`config.mk`:
```
export PLATFORM = sky130hd
export DESIGN_NAME = core_controller
export DESIGN_NICKNAME = d
export VERILOG_FILES = /design/src/hdl/ctrl_pkg.sv /design/src/hdl/core_controller.sv /design/src/hdl/trap_ctrl.sv /design/src/hdl/ctrl_fsm.sv
export VERILOG_INCLUDE_DIRS = /design/src /design/src/hdl
export SDC_FILE = /design/constraint.sdc
export NUM_CORES = 1
export LEC_CHECK = 0
export ABC_AREA = 1
export BUFFER_PORTS_ARGS = -buffer_cell sky130_fd_sc_hd__buf_2
export CAP_MARGIN = 20
export CORE_MARGIN = 5
export CORE_UTILIZATION = 34
export CTS_CLUSTER_DIAMETER = 50
export DETAILED_ROUTE_END_ITERATION = 16
export GPL_TIMING_DRIVEN = 0
export PLACE_DENSITY = 0.77
export SETUP_SLACK_MARGIN = 0.5
export SLEW_MARGIN = 20
export SYNTH_ARGS = -nofsm -noshare
export SYNTH_HDL_FRONTEND = slang
export SYNTH_SLANG_ARGS = --single-unit
```
`constraint.sdc`:
```
create_clock -name clk -period 3.4 [get_ports clk]
set_input_delay 0.34 -clock clk [delete_from_list [all_inputs] [get_ports clk]]
set_output_delay 0.34 -clock clk [all_outputs]
set_load 0.02 [all_outputs]
```
`src/hdl/ctrl_params.svh`:
```
/*
  fixed widths and codes of the core controller
  the pc and exception vector codes must match the fetch stage decoder
  CTRL_CAUSE_W must stay equal to CTRL_IRQ_ID_W + 1 (interrupt flag + code)
*/
`ifndef CTRL_PARAMS_SVH
`define CTRL_PARAMS_SVH

// widths
`define CTRL_IRQ_ID_W   5
`define CTRL_CAUSE_W    6
`define CTRL_PC_MUX_W   3
`define CTRL_EXC_MUX_W  2

// pc selection towards the fetch stage
`define CTRL_PC_BOOT       3'b000
`define CTRL_PC_JUMP       3'b010
`define CTRL_PC_EXCEPTION  3'b100
`define CTRL_PC_ERET       3'b101
`define CTRL_PC_DBG_DPC    3'b111

// exception vector selection
`define CTRL_EXC_PC_ILLINSN  2'b00
`define CTRL_EXC_PC_ECALL    2'b01
`define CTRL_EXC_PC_IRQ      2'b11

// machine cause codes, interrupt flag clear
`define CTRL_CAUSE_ILLEGAL     6'd2
`define CTRL_CAUSE_BREAKPOINT  6'd3
`define CTRL_CAUSE_ECALL_M     6'd11

`endif
```
`src/hdl/ctrl_pkg.sv`:
```
/*
  types shared by the controller FSM, the trap block and the testbench
  the state encoding is fixed at 4 bits, the pc event at 3 bits
  the cause union overlays a raw cause word on its flag and code fields
*/
`include "ctrl_params.svh"

package ctrl_pkg;

  //////////////////////////////
  // controller FSM states
  //////////////////////////////
  typedef enum logic [3:0] {
    RESET,
    BOOT_SET,
    WAIT_SLEEP,
    SLEEP,
    FIRST_FETCH,
    DECODE,
    FLUSH,
    IRQ_TAKEN
  } ctrl_state_e;

  // request from the FSM to the trap block, one per cycle
  typedef enum logic [2:0] {
    EV_NONE,
    EV_BOOT,
    EV_JUMP,
    EV_IRQ,
    EV_FLUSH
  } pc_event_e;

  //////////////////////////////
  // trap cause word
  //////////////////////////////
  // raw view goes to the CSR file, field view is what the trap block builds
  typedef union packed {
    logic [`CTRL_CAUSE_W-1:0] raw;
    struct packed {
      logic                      irq;   // set for interrupts
      logic [`CTRL_IRQ_ID_W-1:0] code;  // exception code or interrupt id
    } f;
  } trap_cause_u;

endpackage

```
`src/hdl/core_controller.sv`:
```
/*
  top of the core controller, FSM plus trap block
  single-cycle strobes throughout, no back-pressure besides id_ready_i
  interrupt enable comes from the CSR file
*/
`timescale 1ns/1ps
`include "ctrl_params.svh"

module core_controller import ctrl_pkg::*; (
  input  logic                        clk,
  input  logic                        rst_n,

  // fetch and ID stage
  input  logic                        fetch_enable_i,
  input  logic                        instr_valid_i,
  input  logic                        id_ready_i,
  input  logic                        instr_multicycle_i,
  input  logic                        branch_in_id_i,
  input  logic                        branch_set_i,
  input  logic                        jump_set_i,

  // decoder flags
  input  logic                        ecall_insn_i,
  input  logic                        illegal_insn_i,
  input  logic                        mret_insn_i,
  input  logic                        ebrk_insn_i,
  input  logic                        pipe_flush_i,
  input  logic                        csr_status_i,

  // interrupts
  input  logic                        irq_req_i,
  input  logic [`CTRL_IRQ_ID_W-1:0]   irq_id_i,
  input  logic                        m_ie_i,

  output logic                        halt_if_o,
  output logic                        halt_id_o,
  output logic                        ctrl_busy_o,
  output logic                        instr_req_o,
  output logic                        first_fetch_o,
  output logic                        exc_kill_o,
  output logic                        deassert_we_o,

  // fetch redirect
  output logic                        pc_set_o,
  output logic [`CTRL_PC_MUX_W-1:0]   pc_mux_o,
  output logic [`CTRL_EXC_MUX_W-1:0]  exc_pc_mux_o,

  // CSR file and interrupt controller
  output logic [`CTRL_CAUSE_W-1:0]    exc_cause_o,
  output logic [`CTRL_CAUSE_W-1:0]    csr_cause_o,
  output logic                        csr_save_if_o,
  output logic                        csr_save_id_o,
  output logic                        csr_save_cause_o,
  output logic                        csr_restore_mret_id_o,
  output logic                        irq_ack_o,
  output logic                        exc_ack_o,
  output logic [`CTRL_IRQ_ID_W-1:0]   irq_id_o
);

  // FSM to trap block
  pc_event_e pc_event;
  logic      decoding;
  // trap block to FSM
  logic      flush_req;
  logic      sleep_after_flush;

  ctrl_fsm u_fsm (
    .clk                 (clk),
    .rst_n               (rst_n),
    .fetch_enable_i      (fetch_enable_i),
    .instr_valid_i       (instr_valid_i),
    .id_ready_i          (id_ready_i),
    .irq_req_i           (irq_req_i),
    .m_ie_i              (m_ie_i),
    .instr_multicycle_i  (instr_multicycle_i),
    .branch_in_id_i      (branch_in_id_i),
    .branch_set_i        (branch_set_i),
    .jump_set_i          (jump_set_i),
    .flush_req_i         (flush_req),
    .sleep_after_flush_i (sleep_after_flush),
    .pc_event_o          (pc_event),
    .decoding_o          (decoding),
    .halt_if_o           (halt_if_o),
    .halt_id_o           (halt_id_o),
    .ctrl_busy_o         (ctrl_busy_o),
    .instr_req_o         (instr_req_o),
    .first_fetch_o       (first_fetch_o),
    .exc_kill_o          (exc_kill_o)
  );

  trap_ctrl u_trap (
    .pc_event_i            (pc_event),
    .decoding_i            (decoding),
    .ecall_insn_i          (ecall_insn_i),
    .illegal_insn_i        (illegal_insn_i),
    .mret_insn_i           (mret_insn_i),
    .ebrk_insn_i           (ebrk_insn_i),
    .pipe_flush_i          (pipe_flush_i),
    .csr_status_i          (csr_status_i),
    .irq_id_i              (irq_id_i),
    .flush_req_o           (flush_req),
    .sleep_after_flush_o   (sleep_after_flush),
    .pc_set_o              (pc_set_o),
    .pc_mux_o              (pc_mux_o),
    .exc_pc_mux_o          (exc_pc_mux_o),
    .exc_cause_o           (exc_cause_o),
    .csr_cause_o           (csr_cause_o),
    .csr_save_if_o         (csr_save_if_o),
    .csr_save_id_o         (csr_save_id_o),
    .csr_save_cause_o      (csr_save_cause_o),
    .csr_restore_mret_id_o (csr_restore_mret_id_o),
    .irq_ack_o             (irq_ack_o),
    .exc_ack_o             (exc_ack_o),
    .irq_id_o              (irq_id_o),
    .deassert_we_o         (deassert_we_o)
  );

endmodule

```
`src/hdl/trap_ctrl.sv`:
```
/*
  trap and pc selection block, purely combinational
  acts on the pc event of the current cycle, no handshake
  on flush the cause priority is ecall, illegal, mret, ebreak
  csr status and pipe flush only drain the pipe
*/
`timescale 1ns/1ps
`include "ctrl_params.svh"

module trap_ctrl import ctrl_pkg::*; (
  input  pc_event_e                   pc_event_i,
  input  logic                        decoding_i,
  input  logic                        ecall_insn_i,
  input  logic                        illegal_insn_i,
  input  logic                        mret_insn_i,
  input  logic                        ebrk_insn_i,
  input  logic                        pipe_flush_i,
  input  logic                        csr_status_i,
  input  logic [`CTRL_IRQ_ID_W-1:0]   irq_id_i,

  output logic                        flush_req_o,
  output logic                        sleep_after_flush_o,
  output logic                        pc_set_o,
  output logic [`CTRL_PC_MUX_W-1:0]   pc_mux_o,
  output logic [`CTRL_EXC_MUX_W-1:0]  exc_pc_mux_o,
  output logic [`CTRL_CAUSE_W-1:0]    exc_cause_o,
  output logic [`CTRL_CAUSE_W-1:0]    csr_cause_o,
  output logic                        csr_save_if_o,
  output logic                        csr_save_id_o,
  output logic                        csr_save_cause_o,
  output logic                        csr_restore_mret_id_o,
  output logic                        irq_ack_o,
  output logic                        exc_ack_o,
  output logic [`CTRL_IRQ_ID_W-1:0]   irq_id_o,
  output logic                        deassert_we_o
);

  trap_cause_u exc_cause;
  trap_cause_u csr_cause;

  // decoder requests towards the FSM
  assign flush_req_o = ecall_insn_i | illegal_insn_i | mret_insn_i |
                       ebrk_insn_i | pipe_flush_i | csr_status_i;
  // only these two may end in sleep
  assign sleep_after_flush_o = mret_insn_i | pipe_flush_i;

  assign irq_id_o    = irq_id_i;
  assign exc_cause_o = exc_cause.raw;
  assign csr_cause_o = csr_cause.raw;

  // no register write outside decode or for an illegal encoding
  assign deassert_we_o = ~decoding_i | illegal_insn_i;

  //////////////////////////////
  // pc event decoding
  //////////////////////////////
  always_comb begin
    pc_set_o              = 1'b0;
    pc_mux_o              = `CTRL_PC_BOOT;
    exc_pc_mux_o          = `CTRL_EXC_PC_IRQ;
    exc_cause.raw         = '0;
    csr_cause.raw         = '0;
    csr_save_if_o         = 1'b0;
    csr_save_id_o         = 1'b0;
    csr_save_cause_o      = 1'b0;
    csr_restore_mret_id_o = 1'b0;
    irq_ack_o             = 1'b0;
    exc_ack_o             = 1'b0;

    unique case (pc_event_i)
      EV_BOOT: begin
        pc_set_o = 1'b1;
        pc_mux_o = `CTRL_PC_BOOT;
      end

      EV_JUMP: begin
        pc_set_o = 1'b1;
        pc_mux_o = `CTRL_PC_JUMP;
      end

      EV_IRQ: begin
        pc_set_o           = 1'b1;
        pc_mux_o           = `CTRL_PC_EXCEPTION;
        exc_pc_mux_o       = `CTRL_EXC_PC_IRQ;
        // vector offset uses the bare id, mcause gets the flag
        exc_cause.f.irq    = 1'b0;
        exc_cause.f.code   = irq_id_i;
        csr_cause.f.irq    = 1'b1;
        csr_cause.f.code   = irq_id_i;
        csr_save_cause_o   = 1'b1;
        // next fetch address is the return point
        csr_save_if_o      = 1'b1;
        irq_ack_o          = 1'b1;
        exc_ack_o          = 1'b1;
      end

      EV_FLUSH: begin
        if (ecall_insn_i) begin
          pc_set_o         = 1'b1;
          pc_mux_o         = `CTRL_PC_EXCEPTION;
          exc_pc_mux_o     = `CTRL_EXC_PC_ECALL;
          exc_cause.raw    = `CTRL_CAUSE_ECALL_M;
          csr_cause.raw    = `CTRL_CAUSE_ECALL_M;
          csr_save_id_o    = 1'b1;
          csr_save_cause_o = 1'b1;
        end else if (illegal_insn_i) begin
          pc_set_o         = 1'b1;
          pc_mux_o         = `CTRL_PC_EXCEPTION;
          exc_pc_mux_o     = `CTRL_EXC_PC_ILLINSN;
          exc_cause.raw    = `CTRL_CAUSE_ILLEGAL;
          csr_cause.raw    = `CTRL_CAUSE_ILLEGAL;
          csr_save_id_o    = 1'b1;
          csr_save_cause_o = 1'b1;
        end else if (mret_insn_i) begin
          // return to mepc and restore the status bits
          pc_set_o              = 1'b1;
          pc_mux_o              = `CTRL_PC_ERET;
          csr_restore_mret_id_o = 1'b1;
        end else if (ebrk_insn_i) begin
          pc_set_o      = 1'b1;
          pc_mux_o      = `CTRL_PC_DBG_DPC;
          exc_cause.raw = `CTRL_CAUSE_BREAKPOINT;
        end
        // csr status and pipe flush need no redirect
      end

      default: begin
        // EV_NONE, nothing this cycle
      end
    endcase
  end

endmodule

```
`src/hdl/ctrl_fsm.sv`:
```
/*
  main controller FSM, state register and next-state logic
  decode priority is branch, jump, flush, then interrupt
  decoder flags must stay held while ID is halted in FLUSH
  FIRST_FETCH waits on id_ready_i without any bound
*/
`timescale 1ns/1ps

module ctrl_fsm import ctrl_pkg::*; (
  input  logic      clk,
  input  logic      rst_n,

  input  logic      fetch_enable_i,
  input  logic      instr_valid_i,
  input  logic      id_ready_i,
  input  logic      irq_req_i,
  input  logic      m_ie_i,
  input  logic      instr_multicycle_i,
  input  logic      branch_in_id_i,
  input  logic      branch_set_i,
  input  logic      jump_set_i,
  input  logic      flush_req_i,
  input  logic      sleep_after_flush_i,

  output pc_event_e pc_event_o,
  output logic      decoding_o,
  output logic      halt_if_o,
  output logic      halt_id_o,
  output logic      ctrl_busy_o,
  output logic      instr_req_o,
  output logic      first_fetch_o,
  output logic      exc_kill_o
);

  ctrl_state_e state_q;
  ctrl_state_e state_d;

  // interrupt may be taken in decode when the ID stage allows it
  logic irq_pending;
  logic interruptible;

  assign irq_pending   = irq_req_i & m_ie_i;
  // nothing in ID, or a plain single-cycle instruction outside a branch
  assign interruptible = ~instr_valid_i | (~instr_multicycle_i & ~branch_in_id_i);

  //////////////////////////////
  // next state and outputs
  //////////////////////////////
  always_comb begin
    // defaults, core running and fetching
    state_d       = state_q;
    pc_event_o    = EV_NONE;
    decoding_o    = 1'b0;
    halt_if_o     = 1'b0;
    halt_id_o     = 1'b0;
    ctrl_busy_o   = 1'b1;
    instr_req_o   = 1'b1;
    first_fetch_o = 1'b0;
    exc_kill_o    = 1'b0;

    unique case (state_q)
      // idle after reset until fetch enable
      RESET: begin
        ctrl_busy_o = 1'b0;
        instr_req_o = 1'b0;
        if (fetch_enable_i) begin
          state_d = BOOT_SET;
        end
      end

      // load the boot address into the fetch stage
      BOOT_SET: begin
        pc_event_o = EV_BOOT;
        state_d    = FIRST_FETCH;
      end

      // one cycle to let the flush settle before sleeping
      WAIT_SLEEP: begin
        ctrl_busy_o = 1'b0;
        instr_req_o = 1'b0;
        halt_if_o   = 1'b1;
        halt_id_o   = 1'b1;
        state_d     = SLEEP;
      end

      // wake on fetch enable or any interrupt request, enabled or not
      SLEEP: begin
        ctrl_busy_o = 1'b0;
        instr_req_o = 1'b0;
        halt_if_o   = 1'b1;
        halt_id_o   = 1'b1;
        if (fetch_enable_i || irq_req_i) begin
          state_d = FIRST_FETCH;
        end
      end

      FIRST_FETCH: begin
        first_fetch_o = 1'b1;
        // stall until the first instruction reaches ID
        if (id_ready_i) begin
          state_d = DECODE;
        end
        // pipeline is empty here, so an interrupt can go straight in
        if (irq_pending) begin
          state_d   = IRQ_TAKEN;
          halt_if_o = 1'b1;
          halt_id_o = 1'b1;
        end
      end

      DECODE: begin
        if (instr_valid_i) begin
          decoding_o = 1'b1;
          if (branch_set_i || jump_set_i) begin
            // taken branch or jump, redirect fetch in this cycle
            pc_event_o = EV_JUMP;
          end else if (flush_req_i) begin
            // trap or system instruction, drain first
            state_d   = FLUSH;
            halt_if_o = 1'b1;
            halt_id_o = 1'b1;
          end else if (irq_pending && interruptible) begin
            state_d   = IRQ_TAKEN;
            halt_if_o = 1'b1;
            halt_id_o = 1'b1;
          end else begin
            // masked request on an instruction that could be interrupted
            exc_kill_o = irq_req_i & ~m_ie_i & interruptible;
          end
        end else begin
          // bubble in ID
          if (irq_pending) begin
            state_d   = IRQ_TAKEN;
            halt_if_o = 1'b1;
            halt_id_o = 1'b1;
          end else begin
            exc_kill_o = irq_req_i;
          end
        end
      end

      // single cycle, trap block does the vector and CSR work
      IRQ_TAKEN: begin
        pc_event_o = EV_IRQ;
        state_d    = DECODE;
      end

      // pipe drained, trap block picks the cause
      FLUSH: begin
        pc_event_o = EV_FLUSH;
        halt_if_o  = ~fetch_enable_i;
        halt_id_o  = 1'b1;
        if (!fetch_enable_i && sleep_after_flush_i) begin
          state_d = WAIT_SLEEP;
        end else begin
          state_d = DECODE;
        end
      end

      default: begin
        instr_req_o = 1'b0;
        state_d     = RESET;
      end
    endcase
  end

  //////////////////////////////
  // state register
  //////////////////////////////
  always_ff @(posedge clk or negedge rst_n) begin
    if (!rst_n) begin
      state_q <= RESET;
    end else begin
      state_q <= state_d;
    end
  end

endmodule

```
==> results of run 1 <==
[final cells by class]
class | count | area, um^2 | share of cell area, %
Inverter | 22 | 82.6 | 7.75
Timing Repair Buffer | 57 | 290 | 27.2
Sequential cell | 3 | 75.1 | 7.04
Tap cell | 27 | 33.8 | 3.17
Buffer | 13 | 108 | 10.1
Multi-Input combinational cell | 88 | 450 | 42.3
Clock buffer | 4 | 26.3 | 2.46
[kinds of logic (layout without fill, tap and decap cells)]
logic type | Yosys count | after routing | synth area share, %
and+or+nand+nor | 71 | 71 | 48.3
buffers and inverters | 35 | 96 | 26.6
DFF | 3 | 3 | 10.5
other | 1 | 1 | 0.524
AOI/OAI and AO/OA | 16 | 16 | 14.2
[report_power, final]
group          switching, mW  leakage (nW)  internal [mW]
clock                 0.0175        0.0150         0.0439
sequential            0.0166        0.0337         0.0535
combinational          0.491         0.622          0.261
[layer usage]
metal	track usage [%]	vias to the layer above	routed length, um
met5	0	-	0
met4	2.03	0	0
met3	3.71	0	252
met2	22.3	49	1020
met1	16.2	407	984
li1	-	517	-
[how the worst max path moves through the flow]
stage | startpoint | endpoint | slack, ns
CTS | u_fsm.state_q[1] | exc_cause_o[2] | 1.42
floorplan | u_fsm.state_q[0] | exc_cause_o[3] | 1.52
finish | u_fsm.state_q[1] | exc_cause_o[2] | 1.44
detailed placement | u_fsm.state_q[1] | exc_cause_o[2] | 1.67
global placement | u_fsm.state_q[1] | exc_cause_o[2] | 1.68
global route | u_fsm.state_q[1] | exc_cause_o[4] | 1.27
[cells in the mapped netlist]
library cell	count	share of area, %
o21ai_2	2	2.4
nor2_4	1	1.6
nand3_2	1	1.4
nor3_1	1	0.70
nor2_2	5	4.4
nand3b_1	1	1.0
inv_1	19	10
nand3_1	15	10
nor2_1	12	6.3
o21ai_0	4	2.8
buf_6	1	1.6
conb_1	1	0.52
nand2_1	30	16
inv_2	3	1.6
nand3_4	1	2.4
clkbuf_8	1	1.9
o21bai_1	1	1.0
nor4_1	1	0.87
a21oi_1	4	2.8
dfrtp_1	3	10
nand4_1	2	1.7
a21oi_2	2	2.4
buf_4	11	12
a31oi_1	1	0.87
nand2_4	1	1.6
o21ai_1	1	0.70
o211ai_1	1	1.0
[stage by stage]
step	worst slack, ns	utilization [%]	hold slack [ns]	power [mW]	cell area, um^2
after CTS	1.42	53.8	0.420	0.891	1070
after global routing	1.27	53.8	0.429	0.960	1070
after floorplan	1.52	-	0.0444	0.614	716
after global placement	1.68	52.0	0.133	0.817	1030
final	1.44	53.8	0.429	0.883	1070
after detailed placement	1.67	52.0	0.135	0.824	1030
[critical path: cells and delay by family (launching register included)]
family        cells  cell delay, ns
simple gates      3            0.55
buf+inv           3            0.39
flops             1            0.45
[timing repair]
item | in CTS | in global routing
endpoints found under the hold margin | 3 | 0
hold buffers | 1 | 0
resized for setup | 0 | 0
==> reports/metrics.yaml, run 1 <==
wl_per_cell_um: 10.5
seq_area_frac_synth_pct: 10.5
synth-seq-cells: 3
via_per_inst: 4.55
fin_nets: 210
syn_nets: 148
max_freq_mhz: 511
synth_area_um2: 716
firstDrtPassIters: 4
overflow: 0
synth_cells: 126
clock_latency_ns: 0.23
path_cells: "nand2_1 > nor2_2 > inv_1 > nor2_1 > buf_4 > buf_2"
antenna_found_initial: 0
finalWirelength_um: 2250
r2r_start: "u_fsm.state_q[1]"
cts_tree: "built"
critPathSlowestCell: "dfrtp_1"
place_congestion: 0.860
fin_cells: 214
start_util_pct: 36.1
cts_buffers: 3
fillers: 207
hp-class: "input port to asynchronous set/reset pin"
fp-row-count: 16
p_leak_nw: 0.670
antennaDiodeCount: 0
drt_iter0_drc: 34
mostFrequentLayoutCells: "buf_2 (56), nand2_1 (30), inv_1 (19)"
port_buffers: 56
final-hold-violation-count: 0
clk_path_buf_depth: 2
cp-start-kind: "register"
dieHeight_um: 55.9
io_pins: 58
slew_violations: 0
min_period_ns: 1.96
drive_above_1_share_pct: 47.1
postCtsSetupBuffers: 0
grtUsageTotal_pct: 12.9
synth_cell_types: 27
r2r-end: "u_fsm.state_q[1]"
first_global_vias: 800
critPathCaptureType: "output pin"
root_buffer: "clkbuf_4"
path_class: "register to output pin"
largestRegisters: "u_fsm.state_q (3)"
ant_nets: 0
rsz0062_at_grt: "false"
finClkSkew_ns: 0.00404
largest_reg_flops: 3
drcViolationCount: 0
die_w_um: 55.9
regMostFlops: "u_fsm.state_q"
mostFrequentLayoutCell: "buf_2"
numClockSinks: 3
fin_setup_tns_ns: 0
finalSetupViolations: 0
die_area_um2: 3120
worst_path_largest_cell_delay_ns: 0.45
syn_to_final_growth_pct: 49.0
placedCellCount: 209
post-route-period-util_pct: 57.6
vias: 973
synth_warnings: 0
worstPathArrival_ns: 1.62
cap_violations: 0
cellPowerDensity_nw_per_um2: 828
core_area_um2: 1980
peakVddDrop_v: 0.000378
crit_required_ns: 3.06
hpwl_um: 1970
path_clk_slew_ns: 0.04
grt_pass1_wl_um: 3450
grt_max_degree: 11
r2r_setup_slack_ns: 2.05
cts_htree_levels: 1
cp_max_fo: 8
outcome: "complete, no violations"
avgSynthCellArea_um2: 5.68
worst_r2r_path_depth: 6
Power figures use the tool's default switching activity.
==> inputs of run 2 (changes only) <==
Settings changed: PLACE_DENSITY 0.77 to 0.8.
Clock period 3.4 ns to 1.8 ns, I/O delays scaled along.
==> run 2 against run 1 <==
Die area stayed put. Largest power group unchanged. Worst setup slack worse by 1.3 ns. Final cell count is 8.4% higher. Sequential share of layout area is 2.1 points lower. Total power grew to 2.9 times the previous value. Register-to-register slack worse by 1.6 ns. Count of clock-buffer cells in the layout stayed put. First-iteration DRC count is 24% lower.
==> reports/metrics.yaml, run 2 (synthesis results as in run 1) <==
first_global_vias: 1127
wl_per_cell_um: 12.7
worstPathArrival_ns: 1.51
overflow: 0
cp-start-kind: "register"
place_area_um2: 1150
cts_buffers: 3
cp_max_fo: 6
cap_violations: 0
rsz0062_at_grt: "true"
max_freq_mhz: 593
largestRegisters: "u_fsm.state_q (3)"
crit_family: "flip-flops"
report.power.total_mw: 2.54
dpl_worst_slack_ns: 0.165
finalSetupViolations: 0
peakVddDrop_v: 0.00118
post-route-period-util_pct: 93.7
path_depth: 7
cts_htree_levels: 1
fin_cells: 232
final-hold-violation-count: 0
fin_nets: 228
vias: 1119
finalWirelength_um: 2950
cellPowerDensity_nw_per_um2: 1630
via_per_inst: 4.82
ant_nets: 0
p_leak_nw: 0.846
path_class: "register to output pin"
clk_path_buf_depth: 2
antennaDiodeCount: 0
r2r_start: "u_fsm.state_q[1]"
finClkSkew_ns: 0.00814
fin_ws_ns: 0.114
start_util_pct: 36.1
min_period_ns: 1.69
mostFrequentLayoutCells: "buf_4 (37), buf_2 (28), nand2_1 (21)"
critPathCaptureType: "output pin"
root_buffer: "clkbuf_4"
post-route-util_pct: 78.7
worstSetupEndpoint: "pc_set_o"
crit_required_ns: 1.62
dieHeight_um: 55.9
drive_above_1_share_pct: 66.3
syn_to_final_growth_pct: 118
r2r-end: "u_fsm.state_q[0]"
slew_violations: 0
firstDrtPassIters: 4
fp-row-count: 16
io_pins: 58
grt_max_degree: 8
grtUsageTotal_pct: 18.7
die_w_um: 55.9
path_cells: "inv_4 > nor2_4 > nand2_4 > inv_6 > a21oi_2 > o211ai_1 > buf_4"
regMostFlops: "u_fsm.state_q"
critPathSlowestCell: "dfrtp_2"
hp-class: "input port to register"
fin_setup_tns_ns: 0
worst_r2r_path_depth: 9
cts_tree: "built"
numClockSinks: 3
hpwl_um: 1970
path_clk_slew_ns: 0.03
die_area_um2: 3120
grt_pass1_wl_um: 4910
clock_latency_ns: 0.24
port_buffers: 56
placedCellCount: 209
r2r_setup_slack_ns: 0.42
path_buf_inv: 3
design_area_um2: 1560
outcome: "complete, no violations"
whs_path_depth: 4
crit_start: "u_fsm.state_q[1]"
core_area_um2: 1980
place_congestion: 0.812
worst_path_largest_cell_delay_ns: 0.47
mostFrequentLayoutCell: "buf_4"
whs_ns: 0.277
drt_iter0_drc: 26
drcViolationCount: 0
antenna_found_initial: 0
largest_reg_flops: 3
-- run 2: changes by cell type in the layout (fill, tap and decap cells not counted), sizes merged --
| cell | delta |
|---|---|
| buf | +18 |
-- run 2: how the worst min path moves through the flow --
stage / startpoint / to / slack (ns)
2_1_floorplan: rst_n / u_fsm.state_q[0] / -0.12
3_3_place_gp: rst_n / u_fsm.state_q[2] / -0.03
3_5_place_dp: rst_n / u_fsm.state_q[0] / -0.02
4_1_cts: rst_n / u_fsm.state_q[2] / 0.27
5_1_grt: rst_n / u_fsm.state_q[2] / 0.30
6_report: irq_req_i / u_fsm.state_q[1] / 0.28
-- run 2: area by class of cell --
type | instances | area [um^2]
Sequential cell | 3 | 76.3
Clock buffer | 4 | 26.3
Timing Repair Buffer | 75 | 582
Tap cell | 27 | 33.8
Buffer | 13 | 109
Fill cell | 132 | 423
Inverter | 22 | 95.1
Multi-Input combinational cell | 88 | 637
-- run 2: routing by layer --
layer	track usage, %	share of wire (%)
met4	3.39	0.78
met5	0	0
met2	34.5	50
met1	21.3	37
met3	5.57	12
-- run 2: power breakdown --
| group | internal, mW | switching, mW | total (mW) |
|---|---|---|---|
| Clock | 0.0833 | 0.0389 | 0.122 |
| Sequential | 0.103 | 0.0460 | 0.149 |
| Combinational | 1.06 | 1.22 | 2.27 |
| Total | 1.24 | 1.30 | 2.54 |
-- run 2: repair_timing --
item | in CTS | in global routing
buffers inserted | 13 | 4
setup endpoints to repair | 31 | 32
hold buffers | 1 | 0
endpoints found under the hold margin | 3 | 0
resized for setup | 56 | 19
pin swaps | 6 | 2
cloned | 1 | 0
-- run 2: worst reg2reg max path, cell delays in order, from the launching register on --
cell	delay (ns)
dfrtp_2	0.46
inv_4	0.08
buf_4	0.14
buf_4	0.12
nand4_1	0.06
nand2_1	0.08
a21oi_2	0.16
nand2_1	0.07
nand2_1	0.06
nand2_1	0.05
==> inputs of run 3 (changes only) <==
Settings changed: SETUP_SLACK_MARGIN 0.5 to default.
==> run 3 against run 2 <==
Register-to-register slack gained 0.09 ns. Worst hold slack lost 0.035 ns. Total power shrank 30%. Core utilization shrank 23 points. Sequential power shrank 7%. Clock power grew 8%. Critical endpoint is now halt_if_o. Largest power group unchanged. Highest routed layer unchanged.
==> reports/metrics.yaml, run 3 (synthesis results as in run 1) <==
root_buffer: "clkbuf_4"
finalWirelength_um: 2280
min_period_ns: 1.74
overflow: 0
hold_path_startpoint: "irq_req_i"
regMostFlops: "u_fsm.state_q"
antenna_found_initial: 0
dr_wl_met3_um: 246
clk_path_buf_depth: 2
via_per_inst: 4.67
outcome: "complete, no violations"
critPathSlowestCell: "dfrtp_1"
wl_met1_um: 966
rsz0062_at_grt: "true"
cp-start-kind: "register"
die_w_um: 55.9
max_freq_mhz: 573
mostFrequentLayoutCells: "buf_2 (53), nand2_1 (30), inv_1 (19)"
syn_to_final_growth_pct: 54.5
place_congestion: 0.940
final-hold-violation-count: 0
cap_violations: 0
p_leak_nw: 0.680
design_area_um2: 1110
numClockSinks: 3
largest_reg_flops: 3
path_clk_slew_ns: 0.04
drt_iter0_drc: 27
wl_met2_um: 1040
peakVddDrop_v: 0.000866
firstDrtPassIters: 4
start_util_pct: 36.1
grt_pass1_wl_um: 3540
finalSetupViolations: 0
multi_input_area_um2: 462
dpl_worst_slack_ns: 0.220
fillers: 209
first_global_vias: 872
hp-class: "input port to register"
whs_ns: 0.242
ant_nets: 0
core_area_um2: 1980
r2r_start: "u_fsm.state_q[1]"
cts_htree_levels: 1
grtUsageTotal_pct: 13.5
fp-row-count: 16
wl_per_cell_um: 10.5
path_cells: "clkbuf_8 > nor2_2 > inv_1 > nor2_2 > nand2_1 > o21ai_2 > a21oi_1 > nand3_1 > buf_4"
io_pins: 58
worst_path_largest_cell_delay_ns: 0.37
cts_buffers: 3
drcViolationCount: 0
post-route-util_pct: 55.8
grt_max_degree: 11
crit_start: "u_fsm.state_q[0]"
mostFrequentLayoutCell: "buf_2"
cellPowerDensity_nw_per_um2: 1610
finClkSkew_ns: 0.00560
crit_required_ns: 1.62
drive_above_1_share_pct: 49.2
place_area_um2: 1030
vias: 1009
routed.top_layer: "met4"
clock_latency_ns: 0.25
dieHeight_um: 55.9
port_buffers: 56
fin_cells: 216
slew_violations: 0
placedCellCount: 209
fin_nets: 212
die_area_um2: 3120
regArea_um2: 76.3
path_class: "register to output pin"
report.power.total_mw: 1.78
cts_tree: "built"
hpwl_um: 1850
worstPathArrival_ns: 1.56
largestRegisters: "u_fsm.state_q (3)"
post-route-period-util_pct: 96.9
cp_max_fo: 10
fin_ws_ns: 0.0552
critPathCaptureType: "output pin"
fin_setup_tns_ns: 0
antennaDiodeCount: 0
cp_common_cell: "nor2_2"
## run 3: cell count changes in the layout (fill, tap and decap cells not counted), moves of 6 or more
cell	delta
nand3_1	+6
nand2_1	+9
buf_4	-21
buf_2	+25
buf_6	-18
## run 3: what timing repair did
action / in CTS / in global routing
hold buffers: 1 / 0
pin swaps: 0 / 2
hold endpoints to repair: 3 / 0
gates resized for setup: 1 / 10
buffers inserted: 0 / 2
setup endpoints to repair: 2 / 11
## run 3: area by class of cell
| type | count | share of cell area [%] |
|---|---|---|
| clock buffers | 4 | 2.38 |
| well taps | 27 | 3.05 |
| plain buffers | 13 | 9.73 |
| multi-input cells | 88 | 41.7 |
| flip-flops and latches | 3 | 6.90 |
| repair buffers | 59 | 28.3 |
| inverters | 22 | 7.92 |
## run 3: power breakdown
group | internal, mW | switching [mW]
clock network | 0.0839 | 0.0477
registers | 0.103 | 0.0358
logic | 0.551 | 0.954
## run 3: path summary, 6_finish.rpt
path,endpoint,slack (ns),cells past startpoint
max,halt_if_o,0.06,9
min,u_fsm.state_q[1],0.24,4
max reg2reg,u_fsm.state_q[0],0.51,6
min reg2reg,u_fsm.state_q[0],0.67,3
max in group asynchronous,u_fsm.state_q[1],1.43,2
min in group asynchronous,u_fsm.state_q[2],0.25,2
## run 3: worst max-delay path, delay by kind of cell, from the launching register on
| kind | cells | cell delay [ns] |
|---|---|---|
| and+or+nand+nor | 4 | 0.41 |
| buffers and inverters | 3 | 0.40 |
| DFF | 1 | 0.37 |
| AOI/OAI and AO/OA | 2 | 0.13 |
## run 3: per-layer routing
metal / up-vias / track usage (%)
met5: - / 0
met4: 0 / 5.08
met3: 3 / 2.78
met2: 63 / 23.8
met1: 427 / 15.9
li1: 516 / -
